--- src/glb_param_pkg.sv ---
package glb_param_pkg;

    // fabric word and bank row
    localparam int CGRA_DATA_WIDTH = 16;
    localparam int BANK_DATA_WIDTH = 64;

    // byte address into the buffer
    localparam int GLB_ADDR_WIDTH = 12;

    // low address bits inside a word and inside a row
    localparam int CGRA_BYTE_OFFSET = 1;
    localparam int BANK_BYTE_OFFSET = 3;

    // nested loop levels of one descriptor
    localparam int LOOP_LEVEL = 2;

    // loop counters and duty counters
    localparam int MAX_NUM_WORDS_WIDTH = 8;

    // extra output latency setting
    localparam int LATENCY_WIDTH = 3;

    // host register port
    localparam int CFG_ADDR_WIDTH = 5;
    localparam int CFG_DATA_WIDTH = 16;

endpackage
--- src/glb_types_pkg.sv ---
package glb_types_pkg;

    typedef enum logic [1:0] {
        OFF       = 2'd0,
        NORMAL    = 2'd1,
        REPEAT    = 2'd2,
        AUTO_INCR = 2'd3
    } ld_dma_mode_t;

    // low four bits of the register address
    typedef enum logic [3:0] {
        F_START_ADDR   = 4'd0,
        F_NUM_ACTIVE   = 4'd1,
        F_NUM_INACTIVE = 4'd2,
        F_RANGE0       = 4'd3,
        F_STRIDE0      = 4'd4,
        F_RANGE1       = 4'd5,
        F_STRIDE1      = 4'd6,
        F_COMMIT       = 4'd7,
        F_MODE         = 4'd8,
        F_LATENCY      = 4'd9
    } cfg_field_t;

    typedef struct packed {
        logic [glb_param_pkg::MAX_NUM_WORDS_WIDTH-1:0] range;
        logic [glb_param_pkg::MAX_NUM_WORDS_WIDTH-1:0] stride;
    } loop_ctrl_t;

    typedef struct packed {
        logic                                          valid;
        logic [glb_param_pkg::GLB_ADDR_WIDTH-1:0]      start_addr;
        logic [glb_param_pkg::MAX_NUM_WORDS_WIDTH-1:0] num_active_words;
        logic [glb_param_pkg::MAX_NUM_WORDS_WIDTH-1:0] num_inactive_words;
        loop_ctrl_t [glb_param_pkg::LOOP_LEVEL-1:0]    iteration;
    } dma_ld_header_t;

endpackage

--- src/glb_ld_cfg_if.sv ---
`timescale 1ns/10ps

interface glb_ld_cfg_if #(
    parameter int QUEUE_DEPTH = 2
);
    import glb_param_pkg::*;
    import glb_types_pkg::*;

    dma_ld_header_t           header [QUEUE_DEPTH];
    ld_dma_mode_t             mode;
    logic [LATENCY_WIDTH-1:0] latency;
    // one pulse per entry when the DMA takes it
    logic [QUEUE_DEPTH-1:0]   invalidate;

    modport regs (output header, output mode, output latency, input invalidate);

    modport dma (input header, input mode, input latency, output invalidate);

endinterface

--- src/glb_ld_dma_cfg.sv ---
`timescale 1ns/10ps

module glb_ld_dma_cfg #(
    parameter int QUEUE_DEPTH = 2
) (
    input  logic                                     clk,
    input  logic                                     reset,
    input  logic                                     cfg_wr_en,
    input  logic [glb_param_pkg::CFG_ADDR_WIDTH-1:0] cfg_addr,
    input  logic [glb_param_pkg::CFG_DATA_WIDTH-1:0] cfg_wr_data,
    glb_ld_cfg_if.regs                               cfg,
    output logic [QUEUE_DEPTH-1:0]                   q_valid
);
    import glb_param_pkg::*;
    import glb_types_pkg::*;

    localparam int FIELD_WIDTH = $bits(cfg_field_t);

    logic [CFG_ADDR_WIDTH-FIELD_WIDTH-1:0] entry;
    cfg_field_t                            field;
    logic                                  edit;

    assign entry = cfg_addr[CFG_ADDR_WIDTH-1:FIELD_WIDTH];
    assign field = cfg_field_t'(cfg_addr[FIELD_WIDTH-1:0]);
    // editing a queued entry takes it off the queue until the next commit
    assign edit = cfg_wr_en && (field inside {[F_START_ADDR:F_STRIDE1]});

    always_ff @(posedge clk or posedge reset) begin
        if (reset) begin
            for (int i = 0; i < QUEUE_DEPTH; i++) begin
                cfg.header[i] <= '0;
            end
            cfg.mode <= OFF;
            cfg.latency <= '0;
        end else begin
            if (edit) begin
                cfg.header[entry].valid <= 1'b0;
            end
            if (cfg_wr_en) begin
                case (field)
                    F_START_ADDR: cfg.header[entry].start_addr <= cfg_wr_data[GLB_ADDR_WIDTH-1:0];
                    F_NUM_ACTIVE:
                        cfg.header[entry].num_active_words <= cfg_wr_data[MAX_NUM_WORDS_WIDTH-1:0];
                    F_NUM_INACTIVE:
                        cfg.header[entry].num_inactive_words <= cfg_wr_data[MAX_NUM_WORDS_WIDTH-1:0];
                    F_RANGE0: cfg.header[entry].iteration[0].range <= cfg_wr_data[MAX_NUM_WORDS_WIDTH-1:0];
                    F_STRIDE0: cfg.header[entry].iteration[0].stride <= cfg_wr_data[MAX_NUM_WORDS_WIDTH-1:0];
                    F_RANGE1: cfg.header[entry].iteration[1].range <= cfg_wr_data[MAX_NUM_WORDS_WIDTH-1:0];
                    F_STRIDE1: cfg.header[entry].iteration[1].stride <= cfg_wr_data[MAX_NUM_WORDS_WIDTH-1:0];
                    F_COMMIT: cfg.header[entry].valid <= 1'b1;
                    F_MODE: cfg.mode <= ld_dma_mode_t'(cfg_wr_data[1:0]);
                    F_LATENCY: cfg.latency <= cfg_wr_data[LATENCY_WIDTH-1:0];
                    default: ;
                endcase
            end
            // invalidate from the DMA wins over a commit
            for (int i = 0; i < QUEUE_DEPTH; i++) begin
                if (cfg.invalidate[i]) begin
                    cfg.header[i].valid <= 1'b0;
                end
            end
        end
    end

    always_comb begin
        for (int i = 0; i < QUEUE_DEPTH; i++) begin
            q_valid[i] = cfg.header[i].valid;
        end
    end

    a_entry_in_range: assert property (@(posedge clk) disable iff (reset)
        cfg_wr_en && !(field inside {F_MODE, F_LATENCY}) |-> int'(entry) < QUEUE_DEPTH);

endmodule

--- src/flat_wrapper.sv ---
// flat-port wrapper written by rule: the top's interface ports become plain ports
module glb_ld_dma_cfg_flat import glb_param_pkg::*; import glb_types_pkg::*;
#(
    parameter int QUEUE_DEPTH = 2
)
  (clk, reset, cfg_wr_en, cfg_addr, cfg_wr_data, q_valid, cfg_header, cfg_mode, cfg_latency, cfg_invalidate);
  glb_ld_cfg_if #(.QUEUE_DEPTH(QUEUE_DEPTH)) cfg_i ();
  input  logic clk;
  input  logic reset;
  input  logic cfg_wr_en;
  input  logic [glb_param_pkg::CFG_ADDR_WIDTH-1:0] cfg_addr;
  input  logic [glb_param_pkg::CFG_DATA_WIDTH-1:0] cfg_wr_data;
  output logic [QUEUE_DEPTH-1:0] q_valid;
  output wire logic [$bits(cfg_i.header)-1:0] cfg_header;
  output wire logic [$bits(cfg_i.mode)-1:0] cfg_mode;
  output wire logic [$bits(cfg_i.latency)-1:0] cfg_latency;
  input wire logic [$bits(cfg_i.invalidate)-1:0] cfg_invalidate;
  assign cfg_header = {>>{cfg_i.header}};
  assign cfg_mode = cfg_i.mode;
  assign cfg_latency = cfg_i.latency;
  assign cfg_i.invalidate = cfg_invalidate;
  glb_ld_dma_cfg #(.QUEUE_DEPTH(QUEUE_DEPTH)) u_core (.clk(clk), .reset(reset), .cfg_wr_en(cfg_wr_en), .cfg_addr(cfg_addr), .cfg_wr_data(cfg_wr_data), .cfg(cfg_i), .q_valid(q_valid));
endmodule
--- config.mk ---
export PLATFORM = sky130hd
export DESIGN_NAME = glb_ld_dma_cfg_flat
export DESIGN_NICKNAME = d
export VERILOG_FILES = /design/src/glb_param_pkg.sv /design/src/glb_types_pkg.sv /design/src/glb_ld_cfg_if.sv /design/src/glb_ld_dma_cfg.sv /design/src/flat_wrapper.sv
export SDC_FILE = /design/constraint.sdc
export NUM_CORES = 1
export LEC_CHECK = 0
export BUFFER_PORTS_ARGS = -buffer_cell sky130_fd_sc_hd__buf_4
export CORE_MARGIN = 2
export CORE_UTILIZATION = 39
export CTS_CLUSTER_SIZE = 12
export DETAILED_ROUTE_END_ITERATION = 8
export GPL_TIMING_DRIVEN = 1
export PLACE_DENSITY_LB_ADDON = 0.2
export SYNTH_ARGS = -nofsm -noshare
export SYNTH_HDL_FRONTEND = slang
export SYNTH_SLANG_ARGS = --single-unit
--- constraint.sdc ---
create_clock -name clk -period 5.09 [get_ports clk]
set_input_delay 0.2545 -clock clk [delete_from_list [all_inputs] [get_ports clk]]
set_output_delay 0.2545 -clock clk [all_outputs]
set_load 0.02 [all_outputs]
Word-level counts from Yosys, hierarchy flattened --
Cells that the tools add are included.
Word-level totals: bits in registers 127, input bits 26, output and inout port bits 129
Cells by class: $lt $le $gt $ge 4, equality and inequality tests 9, muxes and demuxes 30, bitwise gates (word level) 1, reduce and logical (&&, ||, !) cells 6
Operators by type and width (count):
- $bwmux 122 | 9
- $pmux 122 s8 | 1
- $demux 61 s1 | 8
- $mux 122 | 2
- $mux 61 | 1
- $mux 60 | 1
- $mux 48 | 1
- $mux 40 | 1
- $mux 32 | 1
- $mux 24 | 1
- $eq 4x3->1 const B | 4
- $mux 16 | 1
- $eq 4x2->1 const B | 2
- $eq 4x4->1 const B | 2
- $mux 8 | 1
- $eq 4x1->1 const B | 1
- $ge 4x1->1 const B | 1
- $le 4x3->1 const B | 1
- $logic_not 4->1 | 1
- $reduce_and 2->1 | 2
- $logic_and 1x1->1 | 3
- $ge 2x2->1 const B | 1
- $lt 2x1->1 const B | 1
- $mux 1 | 2
- $not 1->2 | 1

Depth between registers and ports, before layout --
depth after elaboration 11, gate-level depth with buffers 6, mapped depth without buffers 3

Worst setup path before layout --
OpenSTA, ideal clock, no wires.
path kind input to register, start point input port cfg_addr[2] (netlist name), end point register u_core.cfg.header[0] (netlist name), data arrival time 1.339 ns, required time 4.965 ns, path slack 3.627 ns, cell stages on the path 4, path buffers 1, path through buf_2 nand3b_1 nor3_4 mux2_2
On the way: cells in the longest elaborated chain, start to end 7, elaborated cells between the ends (all ways) 23, classes of those cells order compare (2); eq/ne (7); mux (11); reduce/logical (3)
Ends and longest elaborated chain:
- from (decl) | RTL line flat_wrapper.sv:11 | input logic [glb_param_pkg::CFG_ADDR_WIDTH-1:0] cfg_addr;
- $ge 4x1->1 or $le 4x3->1 (tied branches) | RTL line glb_ld_dma_cfg.sv:26 | assign edit = cfg_wr_en && (field inside {[F_START_ADDR:F_STRIDE1]});
- $logic_and 1x1->1 (2 in a row) | RTL line glb_ld_dma_cfg.sv:26
- $mux 122 | RTL line glb_ld_dma_cfg.sv:36 | if (edit) begin
- $bwmux 122, or another cell as far along | RTL line glb_ld_dma_cfg.sv:50 | F_COMMIT: cfg.header[entry].valid <= 1'b1;
- $pmux 122 s8 | RTL line glb_ld_dma_cfg.sv:40 | case (field)
- $mux 122 * | RTL line glb_ld_dma_cfg.sv:39 | if (cfg_wr_en) begin
Mark *: on every way between the ends. The rest lies on a longest branch, timed or not. A chain may end at the register's enable or synchronous reset.

==> flow_summary.toml <==
[synth]
synth_warnings = 0
synth-edff-count = 0
synth_cell_types = 41
synth_cells = 439
ys_seq_elements = 127
yosys_most_used_dff = "dfrtp_1"
synthesis.nets = 465
yosysSeqAreaShare = 0.563
synthesis.area_um2 = 5640
syn_area_per_cell_um2 = 12.8
ys_async_sr_fraction = 1.00

[clock_network]
holdBufCountCts = 1
clkSinkCount = 127
clk_pin_slew_ps = 50
clock_latency_ps = 410
cts-resized-gates = 0
cts_buffer_depth = 2
cts_setup_buffers = 0
htree_levels = 4
cts_tree = "yes"
clockRootBuffer = "clkbuf_16"
cts_buffers = 17

[worst_setup_path]
startpoint_type = "input pin"
path_max_fanout = 73
critPathArrivalTime_ps = 2320
cp-end-kind = "async pin"
r2r_slack_ps = 4200
r2r-end = "u_core.cfg.header[60]"
reg2reg_from = "u_core.cfg.header[60]"
crit_required_ps = 5500
worstSetupPathType = "input pin to async pin"
reg2regPathDepth = 2

[grt]
grt_overflow = 0
grt_max_degree = 74
groute.usage.overall = 0.206
grt_pass1_vias = 4320
grt_pass1_wl_mm = 24.9
grt_antenna_before_repair = 0

[floorplanning]
rows = 43
coreArea_um2 = 14000
die_w_um = 124
pin_count = 155
fp.dieH_um = 124
design.die.area_um2 = 15400
start_util = 0.403

[sta]
tightest_slew_ps = 1020
finalSetupViolCount = 0
tns_ps = 0
skew_ps = 0
fin_crit_ps = 1910
fmax_ghz = 0.523
rsz0062_at_grt = "no"
finalHoldViolCount = 0
hold_ws_ps = 88.5
max-slew-margin-rel = 0.320
period_share = 0.376
maxSlewViolCount = 0

[power]
cellPowerDensity_nw_per_um2 = 491
ir_drop_v = 0.000256
power_leakage_nw = 3.49

[detailed_routing]
via_per_inst = 5.43
drt_first_iter_violations = 273
wl_per_cell_um = 20.4
antenna_left = 0
drc = 0
wl_mm = 15.5
vias = 4119
drt-pass1-iter-count = 5

[final_layout]
layout-drive-gt1-share = 0.446
seqCellArea_um2 = 3180
multi_input_area_um2 = 2210
final_cells = 759
final_core_util = 0.526
finalNetCount = 594
syn2layout_area_growth_pct = 30.5
nFillCells = 1249
antennaDiodeCount = 0

[placed_design]
dpl.cell_count = 728
gp_congestion = 0.810
hpwl_mm = 10.0
io_buffer_count = 150

[hold_path]
min_from = "cfg_invalidate[1]"
whs_path_depth = 2
min_to = "u_core.cfg.header[60]"
hold_path.class = "input pin to flip-flop"

[status]
status = "complete, no violations"

[flow_run]
maxCapViolCount = 0
cells in the final DEF (no fill, tap or decap), types with 2 or more instances in the layout:
master,instances
nor2b_1,6
nand2_1,9
clkbuf_16,17
a22oi_1,22
o2bb2ai_1,46
nand3b_1,3
o21a_1,24
or4b_1,2
o31a_1,4
a21boi_0,2
dfrtp_1,127
o21ba_2,2
nor2_1,5
a21o_1,6
nand2b_1,12
inv_1,4
o31ai_1,4
nor3_4,2
mux2_2,68
a221oi_2,2
clkbuf_8,4
buf_4,152
o21ai_0,2
nor3_1,2
bufinv_16,2
clkinv_2,3
a21oi_1,24
nand3_1,5
clkbuf_1,3
synthesized netlist by cell type, drive strengths merged (4+ instances only):
| cell type | count | area [um2] |
|---|---|---|
| mux2 | 69 | 777 |
| nor2b | 6 | 37.5 |
| inv | 5 | 18.8 |
| a22oi | 22 | 165 |
| nand3 | 5 | 25.0 |
| dfrtp | 127 | 3180 |
| o31a | 4 | 35.0 |
| a21oi | 24 | 120 |
| buf | 21 | 146 |
| nor3 | 4 | 42.5 |
| o31ai | 4 | 30.0 |
| o21a | 24 | 180 |
| o2bb2ai | 46 | 403 |
| clkbuf | 22 | 85.1 |
| nor2 | 5 | 18.8 |
| nand2 | 10 | 40.0 |
| a21o | 6 | 45.0 |
| nand2b | 12 | 75.1 |
cells by family (layout without fill, tap and decap cells):
family,Yosys count,in the layout,share of synthesized area
AND/OR/NAND/NOR,57,57,0.0677
multiplexers,69,69,0.138
AO/OA/AOI/OAI,138,138,0.187
buffers and inverters,48,188,0.0444
flip-flops,127,127,0.563
layer usage:
metal / wire length, um / global-route usage
met1: 6770 / 0.270
met3: 1110 / 0.0730
met2: 7350 / 0.319
met5: 0 / 0
met4: 242 / 0.0681
worst max-delay path, stage by stage:
cell	delay, ps
dlygate4sd3_1	530
buf_4	140
inv_4	470
buf_4	810
report_power, final:
| group | internal (mW) | total (mW) | switching (mW) |
|---|---|---|---|
| registers | 1.23 | 1.39 | 0.160 |
| logic | 0.495 | 1.04 | 0.546 |
| clock network | 0.764 | 1.19 | 0.423 |
cell type report:
class                      instances  share of cell area
sequential                       127               0.432
multi-input combinational        264               0.300
timing repair buffer             153               0.156
clock buffer                      24              0.0668
tap                              180              0.0306
clock inverter                     6              0.0112
inverter                           5             0.00289
state kept, by name, summed over array words and instances (netlist names):
register	count
u_core.cfg.latency	3
u_core.cfg.mode	2
u_core.cfg.header	122
worst max path at each step:
| stage | start | endpoint |
|---|---|---|
| 6_report | reset | u_core.cfg.header[83] |
| 2_1_floorplan | reset | u_core.cfg.header[0] |
| 4_1_cts | reset | u_core.cfg.header[6] |
| 3_3_place_gp | cfg_addr[4] | u_core.cfg.header[60] |
| 5_1_grt | reset | u_core.cfg.header[80] |
| 3_5_place_dp | cfg_addr[4] | u_core.cfg.header[60] |
metrics by stage:
step	instance area, um2	power, mW	setup WS [ps]
floorplan	5640	1.98	1450
global placement	6780	2.43	2990
detailed placement	6780	2.45	2920
CTS	7360	3.65	3070
global route	7360	3.78	2890
finish	7360	3.62	3180
Note: power is estimated with default switching activity, not from simulation.
