--- src/glb_param_pkg.sv ---
package glb_param_pkg;

    // fabric word and bank row
    localparam int CGRA_DATA_WIDTH = 16;
    localparam int BANK_DATA_WIDTH = 64;

    // byte address into the buffer
    localparam int GLB_ADDR_WIDTH = 12;

    // low address bits inside a word and inside a row
    localparam int CGRA_BYTE_OFFSET = 1;
    localparam int BANK_BYTE_OFFSET = 3;

    // nested loop levels of one descriptor
    localparam int LOOP_LEVEL = 2;

    // loop counters and duty counters
    localparam int MAX_NUM_WORDS_WIDTH = 8;

    // extra output latency setting
    localparam int LATENCY_WIDTH = 3;

    // host register port
    localparam int CFG_ADDR_WIDTH = 5;
    localparam int CFG_DATA_WIDTH = 16;

endpackage
--- src/glb_types_pkg.sv ---
package glb_types_pkg;

    typedef enum logic [1:0] {
        OFF       = 2'd0,
        NORMAL    = 2'd1,
        REPEAT    = 2'd2,
        AUTO_INCR = 2'd3
    } ld_dma_mode_t;

    // low four bits of the register address
    typedef enum logic [3:0] {
        F_START_ADDR   = 4'd0,
        F_NUM_ACTIVE   = 4'd1,
        F_NUM_INACTIVE = 4'd2,
        F_RANGE0       = 4'd3,
        F_STRIDE0      = 4'd4,
        F_RANGE1       = 4'd5,
        F_STRIDE1      = 4'd6,
        F_COMMIT       = 4'd7,
        F_MODE         = 4'd8,
        F_LATENCY      = 4'd9
    } cfg_field_t;

    typedef struct packed {
        logic [glb_param_pkg::MAX_NUM_WORDS_WIDTH-1:0] range;
        logic [glb_param_pkg::MAX_NUM_WORDS_WIDTH-1:0] stride;
    } loop_ctrl_t;

    typedef struct packed {
        logic                                          valid;
        logic [glb_param_pkg::GLB_ADDR_WIDTH-1:0]      start_addr;
        logic [glb_param_pkg::MAX_NUM_WORDS_WIDTH-1:0] num_active_words;
        logic [glb_param_pkg::MAX_NUM_WORDS_WIDTH-1:0] num_inactive_words;
        loop_ctrl_t [glb_param_pkg::LOOP_LEVEL-1:0]    iteration;
    } dma_ld_header_t;

endpackage

--- src/glb_bank_rd_if.sv ---
`timescale 1ns/10ps

interface glb_bank_rd_if;
    import glb_param_pkg::*;

    logic                       rd_en;
    // byte address, low bits ignored by the bank
    logic [GLB_ADDR_WIDTH-1:0]  rd_addr;
    logic [BANK_DATA_WIDTH-1:0] rd_data;
    logic                       rd_data_valid;

    modport dma (output rd_en, output rd_addr, input rd_data, input rd_data_valid);

    modport bank (input rd_en, input rd_addr, output rd_data, output rd_data_valid);

endinterface

--- src/glb_ld_cfg_if.sv ---
`timescale 1ns/10ps

interface glb_ld_cfg_if #(
    parameter int QUEUE_DEPTH = 2
);
    import glb_param_pkg::*;
    import glb_types_pkg::*;

    dma_ld_header_t           header [QUEUE_DEPTH];
    ld_dma_mode_t             mode;
    logic [LATENCY_WIDTH-1:0] latency;
    // one pulse per entry when the DMA takes it
    logic [QUEUE_DEPTH-1:0]   invalidate;

    modport regs (output header, output mode, output latency, input invalidate);

    modport dma (input header, input mode, input latency, output invalidate);

endinterface

--- src/glb_core_load_dma.sv ---
`timescale 1ns/10ps

module glb_core_load_dma #(
    parameter int QUEUE_DEPTH = 2,
    parameter int BANK_RD_LATENCY = 2
) (
    input  logic                                      clk,
    input  logic                                      reset,
    input  logic                                      strm_start_pulse,
    glb_ld_cfg_if.dma                                 cfg,
    glb_bank_rd_if.dma                                rd,
    output logic [glb_param_pkg::CGRA_DATA_WIDTH-1:0] stream_data_g2f,
    output logic                                      stream_data_valid_g2f,
    output logic                                      stream_g2f_done_pulse
);
    import glb_param_pkg::*;
    import glb_types_pkg::*;

    localparam int MAX_LATENCY = (1 << LATENCY_WIDTH) - 1;
    localparam int SHIFT_DEPTH = BANK_RD_LATENCY + MAX_LATENCY + 3;
    localparam int Q_SEL_WIDTH = (QUEUE_DEPTH > 1) ? $clog2(QUEUE_DEPTH) : 1;

    dma_ld_header_t                   hdr_int [QUEUE_DEPTH];
    dma_ld_header_t                   cur_hdr;
    logic [QUEUE_DEPTH-1:0]           valid_d1;
    logic [Q_SEL_WIDTH-1:0]           q_sel;
    logic                             dma_active;
    logic                             start_next;
    logic                             start_pulse_internal;
    logic                             strm_run;
    logic                             strm_active;
    logic [MAX_NUM_WORDS_WIDTH-1:0]   active_cnt;
    logic [MAX_NUM_WORDS_WIDTH-1:0]   inactive_cnt;
    logic [MAX_NUM_WORDS_WIDTH-1:0]   itr [LOOP_LEVEL];
    logic [LOOP_LEVEL-1:0]            itr_wrap;
    logic [LOOP_LEVEL-1:0]            itr_incr;
    logic                             done_internal;
    logic [GLB_ADDR_WIDTH-1:0]        strm_addr;
    logic                             rdrq_en;
    logic [GLB_ADDR_WIDTH-1:0]        rdrq_addr;
    logic                             row_eq;
    logic [0:0]                       start_tap [SHIFT_DEPTH];
    logic [0:0]                       en_tap [SHIFT_DEPTH];
    logic [0:0]                       done_tap [SHIFT_DEPTH];
    logic [GLB_ADDR_WIDTH-1:0]        addr_tap [SHIFT_DEPTH];
    logic [BANK_DATA_WIDTH-1:0]       row_cache;
    logic [BANK_BYTE_OFFSET-CGRA_BYTE_OFFSET-1:0] word_sel;

    // latch a descriptor on its rising valid
    always_ff @(posedge clk or posedge reset) begin
        if (reset) begin
            valid_d1 <= '0;
            for (int i = 0; i < QUEUE_DEPTH; i++) begin
                hdr_int[i] <= '0;
            end
        end else begin
            for (int i = 0; i < QUEUE_DEPTH; i++) begin
                valid_d1[i] <= cfg.header[i].valid;
                if (cfg.header[i].valid && !valid_d1[i]) begin
                    hdr_int[i] <= cfg.header[i];
                end else if (cfg.invalidate[i]) begin
                    hdr_int[i].valid <= 1'b0;
                end
            end
        end
    end

    always_comb begin
        for (int i = 0; i < QUEUE_DEPTH; i++) begin
            cfg.invalidate[i] = start_pulse_internal && (q_sel == Q_SEL_WIDTH'(i));
        end
    end

    // REPEAT and AUTO_INCR keep running until the mode changes
    always_ff @(posedge clk or posedge reset) begin
        if (reset) begin
            dma_active <= 1'b0;
        end else if (cfg.mode == OFF || cfg.mode == NORMAL) begin
            dma_active <= 1'b0;
        end else if (start_pulse_internal) begin
            dma_active <= 1'b1;
        end
    end

    always_comb begin
        case (cfg.mode)
            NORMAL: start_next = strm_start_pulse && !strm_run;
            REPEAT, AUTO_INCR:
                start_next = !strm_run && ((strm_start_pulse && !dma_active) ||
                                           (dma_active && hdr_int[q_sel].valid));
            default: start_next = 1'b0;
        endcase
    end

    always_ff @(posedge clk or posedge reset) begin
        if (reset) begin
            start_pulse_internal <= 1'b0;
        end else begin
            start_pulse_internal <= start_pulse_internal ? 1'b0 : start_next;
        end
    end

    always_ff @(posedge clk) begin
        if (start_pulse_internal) begin
            cur_hdr <= hdr_int[q_sel];
        end
    end

    // run flag and active/inactive duty pattern
    always_ff @(posedge clk or posedge reset) begin
        if (reset) begin
            strm_run <= 1'b0;
            strm_active <= 1'b0;
            active_cnt <= '0;
            inactive_cnt <= '0;
        end else if (start_pulse_internal) begin
            strm_run <= 1'b1;
            strm_active <= 1'b1;
            active_cnt <= hdr_int[q_sel].num_active_words;
            inactive_cnt <= '0;
        end else if (done_internal) begin
            strm_run <= 1'b0;
            strm_active <= 1'b0;
        end else if (strm_run) begin
            if (strm_active) begin
                if (active_cnt <= 1) begin
                    active_cnt <= cur_hdr.num_active_words;
                    if (cur_hdr.num_inactive_words != '0) begin
                        strm_active <= 1'b0;
                        inactive_cnt <= cur_hdr.num_inactive_words;
                    end
                end else begin
                    active_cnt <= active_cnt - 1'b1;
                end
            end else begin
                if (inactive_cnt == 1) begin
                    strm_active <= 1'b1;
                end
                inactive_cnt <= inactive_cnt - 1'b1;
            end
        end
    end

    // nested loop and byte address
    always_comb begin
        for (int i = 0; i < LOOP_LEVEL; i++) begin
            itr_wrap[i] = (cur_hdr.iteration[i].range == '0) ||
                          (itr[i] == cur_hdr.iteration[i].range - 1'b1);
        end
        itr_incr[0] = strm_run && strm_active;
        for (int i = 1; i < LOOP_LEVEL; i++) begin
            itr_incr[i] = itr_incr[i-1] && itr_wrap[i-1];
        end
        done_internal = strm_run && strm_active && (&itr_wrap);
        strm_addr = cur_hdr.start_addr;
        for (int i = 0; i < LOOP_LEVEL; i++) begin
            strm_addr = strm_addr + ((GLB_ADDR_WIDTH'(itr[i]) *
                GLB_ADDR_WIDTH'(cur_hdr.iteration[i].stride)) << CGRA_BYTE_OFFSET);
        end
    end

    always_ff @(posedge clk or posedge reset) begin
        if (reset) begin
            for (int i = 0; i < LOOP_LEVEL; i++) begin
                itr[i] <= '0;
            end
        end else begin
            for (int i = 0; i < LOOP_LEVEL; i++) begin
                if (start_pulse_internal) begin
                    itr[i] <= '0;
                end else if (itr_incr[i]) begin
                    itr[i] <= itr_wrap[i] ? '0 : itr[i] + 1'b1;
                end
            end
        end
    end

    // one request per active cycle, address held in gaps
    always_ff @(posedge clk or posedge reset) begin
        if (reset) begin
            rdrq_en <= 1'b0;
            rdrq_addr <= '0;
        end else begin
            rdrq_en <= strm_run && strm_active;
            if (strm_run && strm_active) begin
                rdrq_addr <= strm_addr;
            end
        end
    end

    glb_shift #(.DATA_WIDTH(1), .DEPTH(SHIFT_DEPTH)) glb_shift_start_pulse (
        .clk     (clk),
        .reset   (reset),
        .data_in (start_pulse_internal),
        .data_out(start_tap)
    );

    glb_shift #(.DATA_WIDTH(1), .DEPTH(SHIFT_DEPTH)) glb_shift_rd_en (
        .clk     (clk),
        .reset   (reset),
        .data_in (rdrq_en),
        .data_out(en_tap)
    );

    glb_shift #(.DATA_WIDTH(GLB_ADDR_WIDTH), .DEPTH(SHIFT_DEPTH)) glb_shift_rd_addr (
        .clk     (clk),
        .reset   (reset),
        .data_in (rdrq_addr),
        .data_out(addr_tap)
    );

    glb_shift #(.DATA_WIDTH(1), .DEPTH(SHIFT_DEPTH)) glb_shift_done_pulse (
        .clk     (clk),
        .reset   (reset),
        .data_in (done_internal),
        .data_out(done_tap)
    );

    // bank read goes out after the extra latency, so the cache holds one row per word
    // first request of a stream always reads
    always_comb begin
        row_eq = addr_tap[cfg.latency][GLB_ADDR_WIDTH-1:BANK_BYTE_OFFSET] ==
                 addr_tap[cfg.latency + 1][GLB_ADDR_WIDTH-1:BANK_BYTE_OFFSET];
        rd.rd_en = en_tap[cfg.latency][0] && (start_tap[cfg.latency + 2][0] || !row_eq);
        rd.rd_addr = addr_tap[cfg.latency];
    end

    always_ff @(posedge clk) begin
        if (rd.rd_data_valid) begin
            row_cache <= rd.rd_data;
        end
    end

    always_comb begin
        word_sel = addr_tap[BANK_RD_LATENCY + 1 + cfg.latency][BANK_BYTE_OFFSET-1:CGRA_BYTE_OFFSET];
        stream_data_g2f = row_cache[word_sel*CGRA_DATA_WIDTH +: CGRA_DATA_WIDTH];
        stream_data_valid_g2f = en_tap[BANK_RD_LATENCY + 1 + cfg.latency][0];
        stream_g2f_done_pulse = done_tap[BANK_RD_LATENCY + 2 + cfg.latency][0];
    end

    // queue selection, AUTO_INCR steps at each done
    always_ff @(posedge clk or posedge reset) begin
        if (reset) begin
            q_sel <= '0;
        end else if (cfg.mode != AUTO_INCR) begin
            q_sel <= '0;
        end else if (done_internal) begin
            q_sel <= (q_sel == Q_SEL_WIDTH'(QUEUE_DEPTH - 1)) ? '0 : q_sel + 1'b1;
        end
    end

    a_no_restart: assert property (@(posedge clk) disable iff (reset)
        start_pulse_internal |-> !strm_run);

endmodule

--- src/glb_shift.sv ---
`timescale 1ns/10ps

module glb_shift #(
    parameter int DATA_WIDTH = 1,
    parameter int DEPTH = 1
) (
    input  logic                  clk,
    input  logic                  reset,
    input  logic [DATA_WIDTH-1:0] data_in,
    output logic [DATA_WIDTH-1:0] data_out [DEPTH]
);

    // tap i holds data_in from i+1 cycles ago
    always_ff @(posedge clk or posedge reset) begin
        if (reset) begin
            for (int i = 0; i < DEPTH; i++) begin
                data_out[i] <= '0;
            end
        end else begin
            data_out[0] <= data_in;
            for (int i = 1; i < DEPTH; i++) begin
                data_out[i] <= data_out[i-1];
            end
        end
    end

endmodule

--- src/flat_wrapper.sv ---
// flat-port wrapper written by rule: the top's interface ports become plain ports
module glb_core_load_dma_flat import glb_param_pkg::*; import glb_types_pkg::*;
#(
    parameter int QUEUE_DEPTH = 2,
    parameter int BANK_RD_LATENCY = 2
)
  (clk, reset, strm_start_pulse, stream_data_g2f, stream_data_valid_g2f, stream_g2f_done_pulse, cfg_header, cfg_mode, cfg_latency, cfg_invalidate, rd_rd_en, rd_rd_addr, rd_rd_data, rd_rd_data_valid);
  glb_ld_cfg_if #(.QUEUE_DEPTH(QUEUE_DEPTH)) cfg_i ();
  glb_bank_rd_if rd_i ();
  input  logic clk;
  input  logic reset;
  input  logic strm_start_pulse;
  output logic [glb_param_pkg::CGRA_DATA_WIDTH-1:0] stream_data_g2f;
  output logic stream_data_valid_g2f;
  output logic stream_g2f_done_pulse;
  input wire logic [$bits(cfg_i.header)-1:0] cfg_header;
  input wire logic [$bits(cfg_i.mode)-1:0] cfg_mode;
  input wire logic [$bits(cfg_i.latency)-1:0] cfg_latency;
  output wire logic [$bits(cfg_i.invalidate)-1:0] cfg_invalidate;
  output wire logic [$bits(rd_i.rd_en)-1:0] rd_rd_en;
  output wire logic [$bits(rd_i.rd_addr)-1:0] rd_rd_addr;
  input wire logic [$bits(rd_i.rd_data)-1:0] rd_rd_data;
  input wire logic [$bits(rd_i.rd_data_valid)-1:0] rd_rd_data_valid;
  assign cfg_i.header = {>>{cfg_header}};
  assign cfg_i.mode = cfg_mode;
  assign cfg_i.latency = cfg_latency;
  assign cfg_invalidate = cfg_i.invalidate;
  assign rd_rd_en = rd_i.rd_en;
  assign rd_rd_addr = rd_i.rd_addr;
  assign rd_i.rd_data = rd_rd_data;
  assign rd_i.rd_data_valid = rd_rd_data_valid;
  glb_core_load_dma #(.QUEUE_DEPTH(QUEUE_DEPTH), .BANK_RD_LATENCY(BANK_RD_LATENCY)) u_core (.clk(clk), .reset(reset), .strm_start_pulse(strm_start_pulse), .cfg(cfg_i), .rd(rd_i), .stream_data_g2f(stream_data_g2f), .stream_data_valid_g2f(stream_data_valid_g2f), .stream_g2f_done_pulse(stream_g2f_done_pulse));
endmodule
--- config.mk ---
export PLATFORM = sky130hd
export DESIGN_NAME = glb_core_load_dma_flat
export DESIGN_NICKNAME = d
export VERILOG_FILES = /design/src/glb_param_pkg.sv /design/src/glb_types_pkg.sv /design/src/glb_bank_rd_if.sv /design/src/glb_ld_cfg_if.sv /design/src/glb_core_load_dma.sv /design/src/glb_shift.sv /design/src/flat_wrapper.sv
export SDC_FILE = /design/constraint.sdc
export NUM_CORES = 1
export LEC_CHECK = 0
export BUFFER_PORTS_ARGS = -buffer_cell sky130_fd_sc_hd__buf_2
export CAP_MARGIN = 10
export CORE_MARGIN = 4
export CORE_UTILIZATION = 49
export CTS_BUF_LIST = sky130_fd_sc_hd__clkbuf_4
export DETAILED_ROUTE_END_ITERATION = 6
export PLACE_DENSITY_LB_ADDON = 0.25
export SYNTH_ARGS = -nofsm -noshare
export SYNTH_HDL_FRONTEND = slang
export SYNTH_SLANG_ARGS = --single-unit
--- constraint.sdc ---
create_clock -name clk -period 14.65 [get_ports clk]
set_input_delay 3.6625 -clock clk [delete_from_list [all_inputs] [get_ports clk]]
set_output_delay 3.6625 -clock clk [all_outputs]
set_load 0.05 [all_outputs]
**Word-level counts from Yosys, hierarchy flattened**

Index checks and enable logic that the tools add are counted.

- Register bits after elaboration: 478
- Bits in latches: 0
- Bits in writable memories: 0
- Memory bits (read-only): 0
- Input port bits: 195
- Memories kept: 0

- Add/subtract/negate cells: 13
- Multipliers: 2
- Div/mod/pow operators: 0
- Magnitude comparators: 7
- Equal/unequal tests: 11
- Shift operators: 1
- Muxes and demuxes: 61
- Bitwise logic cells: 7
- Reductions and logical operators: 40

Operator list:

| kind | count |
|---|---|
| 61-bit 2-to-1 mux | 3 |
| 12-bit binary-select mux with 4-bit select | 3 |
| 8-bit 2-to-1 mux | 17 |
| 33-bit by 5-bit >= comparator with 1-bit output (second input constant) | 4 |
| 32-bit NOT with 33-bit output | 4 |
| 64-bit by 7-bit variable part select with 16-bit output | 1 |
| 12-bit 2-to-1 mux | 4 |
| 8-bit by 1-bit subtractor with 8-bit output (second input constant) | 4 |
| 1-bit 2-to-1 mux | 27 |
| 12-bit adder | 2 |
| 8-bit by 8-bit multiplier with 11-bit output | 2 |
| 2-bit nonzero test | 9 |
| 8-bit by 1-bit adder with 8-bit output (second input constant) | 2 |
| 1-bit binary-select mux with 4-bit select | 4 |
| 8-bit equality test | 2 |
| 8-bit zero test | 2 |
| 1-bit logical AND | 12 |
| 9-bit equality test | 1 |
| 8-bit by 1-bit equality test with 1-bit output (second input constant) | 1 |
| 8-bit by 1-bit less-or-equal comparator with 1-bit output (second input constant) | 1 |
| 8-bit nonzero test | 1 |
| 3-bit 2-to-1 mux | 2 |
| 3-bit by 2-bit != test with 1-bit output (second input constant) | 2 |
| 4-bit by 5-bit >= comparator with 1-bit output (second input constant) | 1 |
| 22 further kinds | 31 |

**Logic depth before layout (Yosys ltp)**

Gate-level depths: netlist (run 1).

- Depth after elaboration: 9
- Mapped depth: 25
- Depth with buffers taken out: 24

**Hierarchy**

A second synthesis (run 1) with hierarchy kept.

- Cell total of the unflattened synthesis: 1673
- Area, all modules: 22810.6 um2

By module, submodules not included:

| module | instances | cells each | area each (um2) | sequential area each (um2) |
|---|---|---|---|---|
| glb_core_load_dma | 1 | 1489 | 18291.3 | 8077.7 |
| glb_shift at u_core.glb_shift_rd_addr | 1 | 145 | 3607.2 | 3603.5 |
| glb_shift at u_core.glb_shift_done_pulse ... | 3 | 13 | 304.0 | 300.3 |

**Least setup slack after synthesis (run 1)**

Ideal clock, no wire load.

- Path kind: in2out
- Start: input port cfg_latency[0]
- End: output port rd_rd_en
- Data arrival time: 7.337 ns
- Data required time: 10.988 ns
- Slack: 3.650 ns
- Stages on the path: 14
- Cells stage by stage: buf_2 buf_2 clkinv_1 clkbuf_1 ha_1 buf_2 buf_2 mux4_2 a21oi_1 nor2_1 a21oi_1 xnor2_1 a311oi_1 a31oi_1

- Longest elaborated chain between the ends: 9
- Elaborated cells between the ends (all ways): 21

RTL lines:

| item | line | text |
|---|---|---|
| start: declaration | flat_wrapper.sv:18 | `input wire logic [$bits(cfg_i.latency)-1:0] cfg_latency;` |
| 3-bit by 1-bit adder with 4-bit output | glb_core_load_dma.sv:223 | `addr_tap[cfg.latency + 1][GLB_ADDR_WIDTH-1:BANK_BYTE_OFFSET];` |
| 32-bit NOT with 33-bit output (implied by the code) | glb_core_load_dma.sv:223 |  |
| 12-bit binary-select mux with 4-bit select | glb_core_load_dma.sv:223 |  |
| 12-bit 2-to-1 mux (implied by the code) (2 in series) | glb_core_load_dma.sv:223 |  |
| 9-bit equality test | glb_core_load_dma.sv:222 | `row_eq = addr_tap[cfg.latency][GLB_ADDR_WIDTH-1:BANK_BYTE_OFFSET] ==` |
| 1-bit zero test | glb_core_load_dma.sv:224 | `rd.rd_en = en_tap[cfg.latency][0] && (start_tap[cfg.latency + 2][0] \|\| !row_eq);` |
| 1-bit logical OR | glb_core_load_dma.sv:224 |  |
| 1-bit logical AND * | glb_core_load_dma.sv:224 |  |
| end: declaration | flat_wrapper.sv:20 | `output wire logic [$bits(rd_i.rd_en)-1:0] rd_rd_en;` |

Mark *: on every way between the ends. The rest lies on a longest branch, timed or not. The select of a mux whose other input is x is not followed.

**Worst setup path in the final report (run 1)**

- Start: input port cfg_latency[0]
- End: output port stream_data_g2f[11] (netlist name)

- Longest elaborated chain between the ends: 6

RTL lines:

| item | line | text |
|---|---|---|
| 2-bit by 3-bit adder with 4-bit output | glb_core_load_dma.sv:235 | `word_sel = addr_tap[BANK_RD_LATENCY + 1 + cfg.latency][BANK_BYTE_OFFSET-1:CGRA_BYTE_OFFSET];` |
| 32-bit NOT with 33-bit output (implied by the code) | glb_core_load_dma.sv:235 |  |
| 12-bit binary-select mux with 4-bit select | glb_core_load_dma.sv:235 |  |
| 3-bit 2-to-1 mux (implied by the code) (2 in series) | glb_core_load_dma.sv:235 |  |
| 64-bit by 7-bit variable part select with 16-bit output | glb_core_load_dma.sv:236 | `stream_data_g2f = row_cache[word_sel*CGRA_DATA_WIDTH +: CGRA_DATA_WIDTH];` |
| end: declaration | flat_wrapper.sv:13 | `output logic [glb_param_pkg::CGRA_DATA_WIDTH-1:0] stream_data_g2f;` |

Every way passes these cells. The select of a mux whose other input is x is not followed.

==> results by group, run 1 <==
Logic synthesis
  – Area fraction in compound gates after synthesis: 0.0441
  – Top cell types by occurrence after synthesis: dfrtp_1 (341), mux2_2 (210), edfxtp_1 (124)
  – Fraction of post-synthesis cell area in the top cell type by area: 0.378
  – Async set-or-reset flop fraction in the synthesized netlist: 0.733
  – Top area cells in the synthesized netlist: dfrtp_1 (38%), edfxtp_1 (17%), mux2_2 (10%)
  – Mean post-synth cell area: 13.5 um^2
  – Combinational family with the most area after synthesis: multiplexers
  – Share of synthesized area spent on multiplexers: 0.179
  – Most numerous cell in the Yosys netlist: dfrtp_1
  – Top FF cell, synth: dfrtp_1
  – Portion of the post-synthesis area used by sequential elements: 0.544
  – Count of cell types in the netlist: 58
  – Post-synth top area cell: dfrtp_1
  – Synth Area in XOR/XNOR: 0.0307
  – Number of flip-flops and latches in the synthesized netlist: 465
  – Total of warnings raised by yosys: 0
  – Post-synth EDFFs: 124
  – Post-Syn Instances: 1667
  – Synth Area in Simple Gates: 0.0744
  – Post-synthesis net count: 1992
  – Adder and majority cell fraction of the synthesized area: 0.0944
  – Summed instance area of the synthesized netlist: 22500 um^2

STA
  – RSZ-0062 raised after global routing: false
  – Max-slew violation count: 0
  – Clk_skew: 0.0489 ns
  – Final number of hold-violating endpoints: 0
  – Setup violation total in the final timing report: 0
  – Fin Setup TNS: 0 ns
  – Slew at the pin with the worst max-slew slack: 0.967 ns
  – Tightest slew margin relative to the limit: 0.352
  – Period utilization: 0.795
  – Max Clock Freq: 85.8 MHz
  – Min Tclk post-route: 11.65 ns

Clock tree
  – CTS Root Buffer Type: clkbuf_4
  – TritonCTS buffer count: 130
  – TritonCTS clock tree: built
  – Buffers inserted by post-CTS timing repair: 0
  – Clock insertion delay at the later pin of the skew report: 0.93 ns
  – Cells resized by post-CTS repair: 0
  – # H-tree levels: 4
  – Clock sinks: 465
  – Clock transition at the registers of the reported paths: 0.06 ns
  – Maximum root-to-sink buffer count: 3
  – Count of hold buffers inserted by post-cts repair: 0

Floorplanning
  – Die Height: 223 um
  – Boundary Pins: 228
  – Die Area: 49500 um^2
  – Effective utilization at floorplan: 0.496
  – # rows: 78
  – Total core area: 45500 um^2
  – Horizontal die dimension: 223 um

Power and ir drop
  – LEAKAGE: 11.3 nW
  – Worst vdd rail ir drop: 0.000192 V
  – Power density over the cells: 185 nW/um^2

Route
  – Via density per instance: 5.19
  – First-pass iteration count of the detailed router: 6
  – DRC violations left: 0
  – Overall via count from detail_route: 13862
  – DRC marker count from the first detailed-route iteration: 779
  – Total wire length after detailed routing: 46.7 mm
  – Detail-routed net length per standard cell: 17.5 um
  – Number of nets still failing antenna checks after routing: 0

Flow run
  – Maxcap violations: 0

Cells and area
  – Fraction of final layout cells sized beyond drive strength 1: 0.360
  – Non-filler instance count after layout: 2670
  – NumNets Final: 2289
  – Synthesis-to-layout area growth: 15.1%
  – Layout Cell Area excl Fill: 26000 um^2

Worst setup path
  – Kind of critical path: in -> out
  – Largest fanout of any net on the critical path: 43
  – Worst path required time: 10.99 ns
  – Critical path endpoint category: output port
  – Data arrival at the endpoint of the critical path: 7.99 ns
  – CP startpoint kind: input port
  – Worst R2R Path Depth: 22

Place
  – Port Buffers: 227
  – Cell total after placement: 2432
  – Placed cell area: 24300 um^2
  – HPWL Detailed: 31.3 mm
  – Routability cong.: 0.833

Worst hold path
  – Worst Hold Class: reg -> reg
  – Worst hold path cell count: 0

GRT
  – Via count of the first global-routing pass: 15107
  – First-pass GRT wire length: 77.3 mm
  – Total routing usage reported by global routing: 0.195
  – Number of antenna violations at the first check in global routing: 6
  – Pin count of the biggest net entering global routing: 130
  – Total overflow reported by the global router: 0

Run status
  – Outcome: finished, final reports clean
==> layout by cell type, fill, tap and decap left out, types with 4 or more instances in the layout <==
| cell | count |
|---|---|
| nand2_1 | 81 |
| inv_1 | 115 |
| clkinv_1 | 23 |
| xnor2_1 | 54 |
| mux2_2 | 210 |
| and2_1 | 82 |
| ha_1 | 62 |
| nand2b_1 | 8 |
| mux2i_1 | 36 |
| clkinv_2 | 7 |
| mux4_2 | 58 |
| buf_4 | 15 |
| a21oi_1 | 87 |
| nor2b_1 | 5 |
| nor4_1 | 8 |
| diode_2 | 5 |
| buf_2 | 227 |
| nor2_1 | 74 |
| and3_1 | 9 |
| fa_1 | 67 |
| clkbuf_4 | 195 |
| dfrtp_1 | 339 |
| a21o_1 | 11 |
| xor2_1 | 24 |
| a31oi_1 | 4 |
| nand4_1 | 5 |
| o21ai_0 | 29 |
| edfxtp_1 | 124 |
| nor3_1 | 21 |
| nand3_1 | 14 |
| inv_2 | 6 |
| a22o_1 | 7 |
==> power breakdown <==
group          switching [mW]  internal [mW]
clock network           0.541          0.645
registers               0.245           1.67
logic                   0.927          0.785
==> critical path: stages <==
cell and delay [ns]:
buf_2 0.08, buf_4 0.63, clkinv_1 0.72, ha_2 0.60, buf_4 0.49, mux4_2 0.30, nand2_1 0.08, o21ai_4 0.35
buf_4 0.31, mux2_2 0.35, nor2_1 0.10, a21oi_1 0.05, buf_2 0.23
==> layout make-up <==
type	count	area (um^2)
Tap cell	600	751
Timing Repair Buffer	242	1250
Clock buffer	195	1460
Multi-Input combinational cell	1007	9560
Inverter	118	450
Fill cell	3821	19500
Clock inverter	38	211
Antenna cell	5	12.5
Sequential cell	465	12300
==> state kept, by name, summed over array words and instances, names as in the netlist, 12 cells and up <==
name	count
u_core.rdrq_addr	12
u_core.hdr_int	122
u_core.glb_shift_start_pulse.data_out	12
u_core.row_cache	64
u_core.glb_shift_done_pulse.data_out	12
u_core.cur_hdr	60
u_core.glb_shift_rd_en.data_out	12
u_core.glb_shift_rd_addr.data_out	131
u_core.itr	16
==> kinds of logic (layout without fill, tap and decap cells) <==
family / count (synthesis) / in the layout
AO/OA/AOI/OAI: 166 / 166
AND/OR/NAND/NOR: 328 / 328
buffers and inverters: 195 / 593
adder cells (fa/ha/maj): 130 / 130
multiplexers: 304 / 304
flip-flops: 465 / 465
XOR/XNOR: 79 / 79
other: 0 / 5
==> through the flow <==
stage               setup slack [ns]  hold slack [ns]  power [mW]  utilization
CTS                             2.87            0.331        4.89        0.571
detailed placement              2.88            0.335        3.67        0.534
global route                    2.51            0.344        5.20        0.571
finish                          3.00            0.338        4.81        0.571
floorplan                       1.54            0.331        3.23            -
global placement                2.98            0.331        3.62        0.534
==> final timing paths <==
kind,to,from,slack [ns]
setup / recovery,stream_data_g2f[11],cfg_latency[0],3.00
hold / removal,u_core.glb_shift_done_pulse.data_out[10],u_core.glb_shift_done_pulse.data_out[11],0.34
setup reg to reg,u_core.rdrq_addr[11],u_core.itr[3],8.89
hold reg to reg,u_core.glb_shift_done_pulse.data_out[10],u_core.glb_shift_done_pulse.data_out[11],0.34
max in group asynchronous,u_core.start_pulse_internal,reset,10.11
min in group asynchronous,u_core.hdr_int[51],reset,2.93
==> routing by layer <==
layer,part of all wire,track usage
met5,0.00045,0
met4,0.020,0.0726
met3,0.056,0.0547
met2,0.50,0.319
met1,0.43,0.250
(Power assumes the default switching activity.)
==> inputs of run 2 (changes only) <==
==> constraint.sdc (replaced) <==
create_clock -name clk -period 10 [get_ports clk]
set_input_delay 2.5 -clock clk [delete_from_list [all_inputs] [get_ports clk]]
set_output_delay 2.5 -clock clk [all_outputs]
set_load 0.05 [all_outputs]
==> results by group, run 2 (synthesis results as in run 1) <==
Run status
  – Outcome: finished, final reports clean

GRT
  – Total overflow reported by the global router: 0 (unchanged)
  – First-pass GRT wire length: 77.3 mm (about the same)
  – Via count of the first global-routing pass: 15104 (-0.020%)
  – Pin count of the biggest net entering global routing: 205 (+58%)
  – Total routing usage reported by global routing: 0.192 (-0.00258)
  – Number of antenna violations at the first check in global routing: 5 (-1)

Clock tree
  – Cells resized by post-CTS repair: 0 (unchanged)
  – CTS Root Buffer Type: clkbuf_4
  – Clock transition at the registers of the reported paths: 0.06 ns (about the same)
  – Clock insertion delay at the later pin of the skew report: 0.87 ns (-0.06 ns)
  – # H-tree levels: 3 (-1)
  – Count of hold buffers inserted by post-cts repair: 0 (unchanged)
  – Buffers inserted by post-CTS timing repair: 0 (unchanged)
  – Clock sinks: 465 (unchanged)
  – TritonCTS clock tree: built
  – Maximum root-to-sink buffer count: 3 (unchanged)
  – TritonCTS buffer count: 120 (-7.7%)

STA
  – Max-slew violation count: 0 (unchanged)
  – Clk_skew: 0.0588 ns (+0.00994 ns)
  – Fin Setup TNS: 0 ns (unchanged)
  – Tightest slew margin relative to the limit: 0.263 (-0.0899)
  – Period utilization: 0.818
  – RSZ-0062 raised after global routing: false
  – Max Clock Freq: 122 MHz
  – Min Tclk post-route: 8.18 ns
  – Slew at the pin with the worst max-slew slack: 1.11 ns (+0.139 ns)
  – Final number of hold-violating endpoints: 0 (unchanged)
  – Setup violation total in the final timing report: 0 (unchanged)

Worst hold path
  – Hold path startpoint: u_core.glb_shift_rd_addr.data_out[30]
  – Worst Hold Class: reg -> reg
  – Worst min-delay path endpoint: u_core.glb_shift_rd_addr.data_out[18]
  – Worst hold path cell count: 0 (unchanged)

Route
  – DRC violations left: 0 (unchanged)
  – Total wire length after detailed routing: 46.4 mm (-0.60%)
  – Detail-routed net length per standard cell: 17.4 um (-0.27%)
  – Via density per instance: 5.22 (+0.46%)
  – Number of nets still failing antenna checks after routing: 0 (unchanged)
  – Overall via count from detail_route: 13879 (+0.12%)
  – First-pass iteration count of the detailed router: 5 (-1)
  – DRC marker count from the first detailed-route iteration: 767 (-1.5%)

Cells and area
  – Largest registers ranked by flip-flop count: u_core.glb_shift_rd_addr.data_out (131), u_core.hdr_int (122), u_core.row_cache (64)
  – Largest reg by FF count: u_core.glb_shift_rd_addr.data_out
  – Synthesis-to-layout area growth: 14.7%
  – Post-Route Utilization: 0.569 (-0.00220)
  – Commonest non-fill, non-tap cells in the layout: dfrtp_1 (339), buf_2 (227), mux2_2 (210)
  – Most common cell after layout, fill and taps aside: dfrtp_1
  – Max FFs per register: 131 (unchanged)
  – NumNets Final: 2282 (-0.31%)
  – Fraction of final layout cells sized beyond drive strength 1: 0.349 (-0.0104)

Worst setup path
  – Critical path endpoint category: output port
  – Largest fanout of any net on the critical path: 20 (-53%)
  – Flop-to-flop setup slack: 4.14 ns (-4.75 ns)
  – Worst R2R Path Depth: 22 (unchanged)
  – CP startpoint kind: input port
  – Startpoint of the most critical register-to-register path: u_core.itr[3]
  – Worst flop-to-flop path endpoint: u_core.rdrq_addr[11]
  – Data arrival at the endpoint of the critical path: 5.68 ns (-2.31 ns)
  – Worst path required time: 7.50 ns (-3.49 ns)
  – Kind of critical path: in -> out

Power and ir drop
  – Worst vdd rail ir drop: 0.000193 V (+0.19%)
  – LEAKAGE: 11.3 nW (-0.76%)
  – Power density over the cells: 268 nW/um^2 (+45%)

Floorplanning
  – Effective utilization at floorplan: 0.496 (unchanged)
  – Boundary Pins: 228 (unchanged)
  – Die Area: 49500 um^2 (unchanged)
  – Horizontal die dimension: 223 um (unchanged)
  – # rows: 78 (unchanged)
  – Die Height: 223 um (unchanged)
  – Total core area: 45500 um^2 (unchanged)

Flow run
  – Maxcap violations: 0 (unchanged)

Place
  – HPWL Detailed: 31.7 mm (+1.3%)
  – Routability cong.: 0.829 (-0.59%)
  – Port Buffers: 227 (unchanged)
run 2: worst max-delay path by stage:
stage | start | end | slack (ns) | cells past startpoint
6_report | cfg_latency[0] | rd_rd_en | 1.82 | 13
5_1_grt | cfg_latency[0] | rd_rd_en | 1.53 | 13
4_1_cts | cfg_latency[0] | stream_data_g2f[3] | 1.81 | 12
3_5_place_dp | cfg_latency[0] | stream_data_g2f[3] | 1.83 | 12
3_3_place_gp | cfg_latency[0] | rd_rd_en | 1.85 | 13
2_1_floorplan | cfg_latency[0] | rd_rd_en | 1.33 | 14
run 2: stage by stage:
step | std cells | instance area (um^2) | power [mW] | hold WS, ns | worst slack [ns]
floorplan | 1667 | 22600 | 4.73 | 0.331 | 1.33
global placement | 2435 | 24300 | 5.31 | 0.331 | 1.85
detailed placement | 2435 | 24300 | 5.38 | 0.336 | 1.83
CTS | 2655 | 25800 | 7.05 | 0.339 | 1.81
global route | 2660 | 25900 | 7.50 | 0.337 | 1.53
finish | 2661 | 25900 | 6.93 | 0.345 | 1.82
run 2: layer usage:
metal,wire [um],GRT usage,part of all wire,vias up
met5,7,0,0.00015,-
met4,1120,0.0648,0.024,2
met3,2270,0.0507,0.049,75
met2,23300,0.319,0.50,313
met1,19700,0.248,0.42,6982
li1,-,-,-,6507
run 2: report_power, final:
group	total (mW)	switching, mW	internal [mW]
combinational	2.52	1.37	1.15
sequential	2.81	0.366	2.44
clock	1.61	0.766	0.841
run 2: area by class of cell:
| type | instances | area [um^2] |
|---|---|---|
| Antenna cell | 6 | 15.0 |
| Inverter | 118 | 447 |
| Clock buffer | 171 | 1280 |
| Timing Repair Buffer | 245 | 1280 |
| Multi-Input combinational cell | 1007 | 9560 |
| Tap cell | 600 | 751 |
| Fill cell | 3839 | 19600 |
| Sequential cell | 465 | 12300 |
| Clock inverter | 49 | 258 |
run 2: worst max-delay path: stages:
cell and delay, ns:
buf_2 0.11, clkinv_1 0.06, buf_4 0.19, ha_2 0.72, buf_4 0.41, mux4_2 0.54, a21oi_1 0.17, nor2_1 0.05
a21oi_1 0.15, xnor2_1 0.09, nor4_1 0.27, a31oi_1 0.15, buf_2 0.24
==> inputs of run 3 (changes only) <==
==> constraint.sdc (replaced) <==
create_clock -name clk -period 8.13 [get_ports clk]
set_input_delay 2.0325 -clock clk [delete_from_list [all_inputs] [get_ports clk]]
set_output_delay 2.0325 -clock clk [all_outputs]
set_load 0.05 [all_outputs]
==> results by group, run 3 (synthesis results as in run 1) <==
Cells and area
  – Commonest non-fill, non-tap cells in the layout: dfrtp_1 (339), buf_2 (227), mux2_2 (210)
  – Post-Route Utilization: 0.570 (+0.00160)
  – Multi-input gate area in the final layout: 9560 um^2 (unchanged)
  – Largest registers ranked by flip-flop count: u_core.glb_shift_rd_addr.data_out (131), u_core.hdr_int (122), u_core.row_cache (64)
  – Fraction of final layout cells sized beyond drive strength 1: 0.357 (+0.00737)
  – Footprint of the flip-flops and latches: 12300 um^2 (unchanged)
  – Largest reg by FF count: u_core.glb_shift_rd_addr.data_out
  – Synthesis-to-layout area growth: 15.0%
  – NumNets Final: 2284 (+0.088%)
  – FILL cells: 3850 (+0.29%)
  – Most common cell after layout, fill and taps aside: dfrtp_1
  – Max FFs per register: 131 (unchanged)

GRT
  – GR Util met2: 0.319 (+0.000395)
  – Pin count of the biggest net entering global routing: 191 (-6.8%)
  – Total overflow reported by the global router: 0 (unchanged)
  – Number of antenna violations at the first check in global routing: 7 (+2)
  – Total routing usage reported by global routing: 0.192 (-0.000275)
  – First-pass GRT wire length: 77.6 mm (+0.33%)
  – GRT met3 Usage: 0.0569 (+0.00621)
  – GRT met1 Usage: 0.243 (-0.00481)
  – Via count of the first global-routing pass: 15116 (+0.079%)
  – Most utilized layer in the global route result: met2

Worst setup path
  – Worst flop-to-flop path endpoint: u_core.rdrq_addr[11]
  – Flop-to-flop setup slack: 2.34 ns (-1.80 ns)
  – Critical path endpoint category: output port
  – Largest fanout of any net on the critical path: 29 (+45%)
  – Data arrival at the endpoint of the critical path: 4.97 ns (-0.71 ns)
  – Kind of critical path: in -> out
  – CP startpoint kind: input port
  – Worst path required time: 6.10 ns (-1.40 ns)
  – Chain of cells forming the critical path: buf_2, inv_1, ha_2, xor2_1, mux2i_1, o21ai_4, mux2_2, nor2_1, a21oi_1, buf_2
  – Crit path depth: 10 (-3)
  – Worst R2R Path Depth: 22 (unchanged)
  – Most repeated library cell on the critical path: buf_2
  – Count of buffering cells on the critical path with inverters included: 3 (-2)
  – Peak per-stage delay on the critical path: 0.83 ns (+0.11 ns)
  – Delay-heaviest family, CP: compound AO/OA/AOI/OAI gates
  – Startpoint of the most critical register-to-register path: u_core.itr[11]
  – Standard cell with the maximum stage delay on the critical path: o21ai_4

Route
  – First-pass iteration count of the detailed router: 5 (unchanged)
  – DRC violations left: 0 (unchanged)
  – Number of nets still failing antenna checks after routing: 0 (unchanged)
  – Via density per instance: 5.24 (+0.41%)
  – Overall via count from detail_route: 13910 (+0.22%)
  – Total wire length after detailed routing: 46.6 mm (+0.37%)
  – Detail-routed net length per standard cell: 17.5 um (+0.56%)
  – DRC marker count from the first detailed-route iteration: 738 (-3.8%)

Floorplanning
  – Die Height: 223 um (unchanged)
  – Effective utilization at floorplan: 0.496 (unchanged)
  – # rows: 78 (unchanged)
  – Total core area: 45500 um^2 (unchanged)
  – Horizontal die dimension: 223 um (unchanged)
  – Boundary Pins: 228 (unchanged)
  – Die Area: 49500 um^2 (unchanged)

Power and ir drop
  – Power density over the cells: 332 nW/um^2 (+24%)
  – Cell-internal power: 5.55 mW (+25%)
  – Sequential power share: 0.402 (-0.003)
  – Net switching power figure: 3.07 mW (+23%)
  – Worst vdd rail ir drop: 0.000235 V (+22%)
  – Part of the total power dissipated in combinational logic: 0.361 (-0.003)
  – Net switching fraction of the power: 0.356 (-0.00470)
  – Pwr Total: 8.62 mW (+24%)
  – LEAKAGE: 11.3 nW (+0.41%)
  – Proportion of power drawn by the clock network: 0.237 (+0.005)

Worst hold path
  – Worst Hold Class: reg -> reg
  – Worst hold path cell count: 0 (unchanged)
  – Hold path startpoint: u_core.glb_shift_rd_addr.data_out[31]
  – Worst min-delay path endpoint: u_core.glb_shift_rd_addr.data_out[19]

STA
  – Max-slew violation count: 0 (unchanged)
  – Fin Setup TNS: 0 ns (unchanged)
  – Slew at the pin with the worst max-slew slack: 1.04 ns (-0.0659 ns)
  – Max Clock Freq: 143 MHz
  – Setup ws final: 1.13 ns (-0.696 ns)
  – Clk_skew: 0.0415 ns (-0.0173 ns)
  – Final number of hold-violating endpoints: 0 (unchanged)
  – Setup violation total in the final timing report: 0 (unchanged)
  – Min Tclk post-route: 7.00 ns
  – Period utilization: 0.861
  – RSZ-0062 raised after global routing: false
  – Tightest slew margin relative to the limit: 0.304 (+0.0413)

Clock tree
  – TritonCTS buffer count: 120 (unchanged)
  – # H-tree levels: 3 (unchanged)
  – CTS Root Buffer Type: clkbuf_4
  – TritonCTS clock tree: built
  – Buffers inserted by post-CTS timing repair: 0 (unchanged)
  – Count of hold buffers inserted by post-cts repair: 0 (unchanged)
  – Clock insertion delay at the later pin of the skew report: 0.85 ns (-0.02 ns)
  – Cells resized by post-CTS repair: 0 (unchanged)
  – Maximum root-to-sink buffer count: 3 (unchanged)
  – Clock sinks: 465 (unchanged)
  – Clock transition at the registers of the reported paths: 0.07 ns (about the same)

Flow run
  – Maxcap violations: 0 (unchanged)

Place
  – Worst-case setup slack after placement: 1.12 ns (-0.707 ns)
  – Port Buffers: 227 (unchanged)
  – Routability cong.: 0.826 (-0.30%)
  – HPWL Detailed: 32.2 mm (+1.6%)

Run status
  – Outcome: finished, final reports clean
-- run 3: cell count changes in the layout (fill, tap and decap cells not counted) --
cell,before,now
buf_12,1,2
buf_4,17,18
bufinv_16,2,3
clkbuf_4,171,184
clkinv_1,38,19
clkinv_2,6,4
clkinv_4,1,0
diode_2,6,7
inv_2,2,1
inv_6,1,2
-- run 3: how the worst max path moves through the flow --
stage | startpoint | end | slack, ns
2_1_floorplan | cfg_latency[0] | rd_rd_en | 0.39
3_3_place_gp | cfg_latency[1] | stream_data_g2f[11] | 1.28
3_5_place_dp | cfg_latency[1] | stream_data_g2f[12] | 1.12
4_1_cts | cfg_latency[1] | stream_data_g2f[8] | 1.12
5_1_grt | cfg_latency[1] | stream_data_g2f[12] | 0.92
6_report | cfg_latency[1] | stream_data_g2f[11] | 1.13
-- run 3: layout make-up --
type                            count  area share
Sequential cell                   465       0.473
Inverter                          118      0.0172
Clock buffer                      184      0.0533
Antenna cell                        7    0.000675
Clock inverter                     28     0.00782
Tap cell                          600      0.0289
Multi-Input combinational cell   1007       0.369
Timing Repair Buffer              247      0.0506
-- run 3: power by group through the flow --
| stage | sequential (mW) | clock [mW] | combinational, mW |
|---|---|---|---|
| 2_1_floorplan | 3.28 | 0 | 2.54 |
| 3_3_place_gp | 3.48 | 0 | 3.06 |
| 3_5_place_dp | 3.49 | 0 | 3.15 |
| 4_1_cts | 3.46 | 2.13 | 3.17 |
| 5_1_grt | 3.54 | 2.27 | 3.51 |
| 6_report | 3.46 | 2.04 | 3.11 |
-- run 3: routing by layer --
| layer | share of wire | vias to the layer above |
|---|---|---|
| li1 | - | 6520 |
| met1 | 0.42 | 6915 |
| met2 | 0.50 | 369 |
| met3 | 0.058 | 98 |
| met4 | 0.024 | 8 |
| met5 | 0.00084 | - |
-- run 3: stage by stage --
stage	hold WS (ns)	instances	area (um^2)
2_1_floorplan	0.331	1667	22600
3_3_place_gp	0.332	2437	24300
3_5_place_dp	0.335	2437	24300
4_1_cts	0.333	2649	25900
5_1_grt	0.349	2655	25900
6_report	0.344	2656	25900
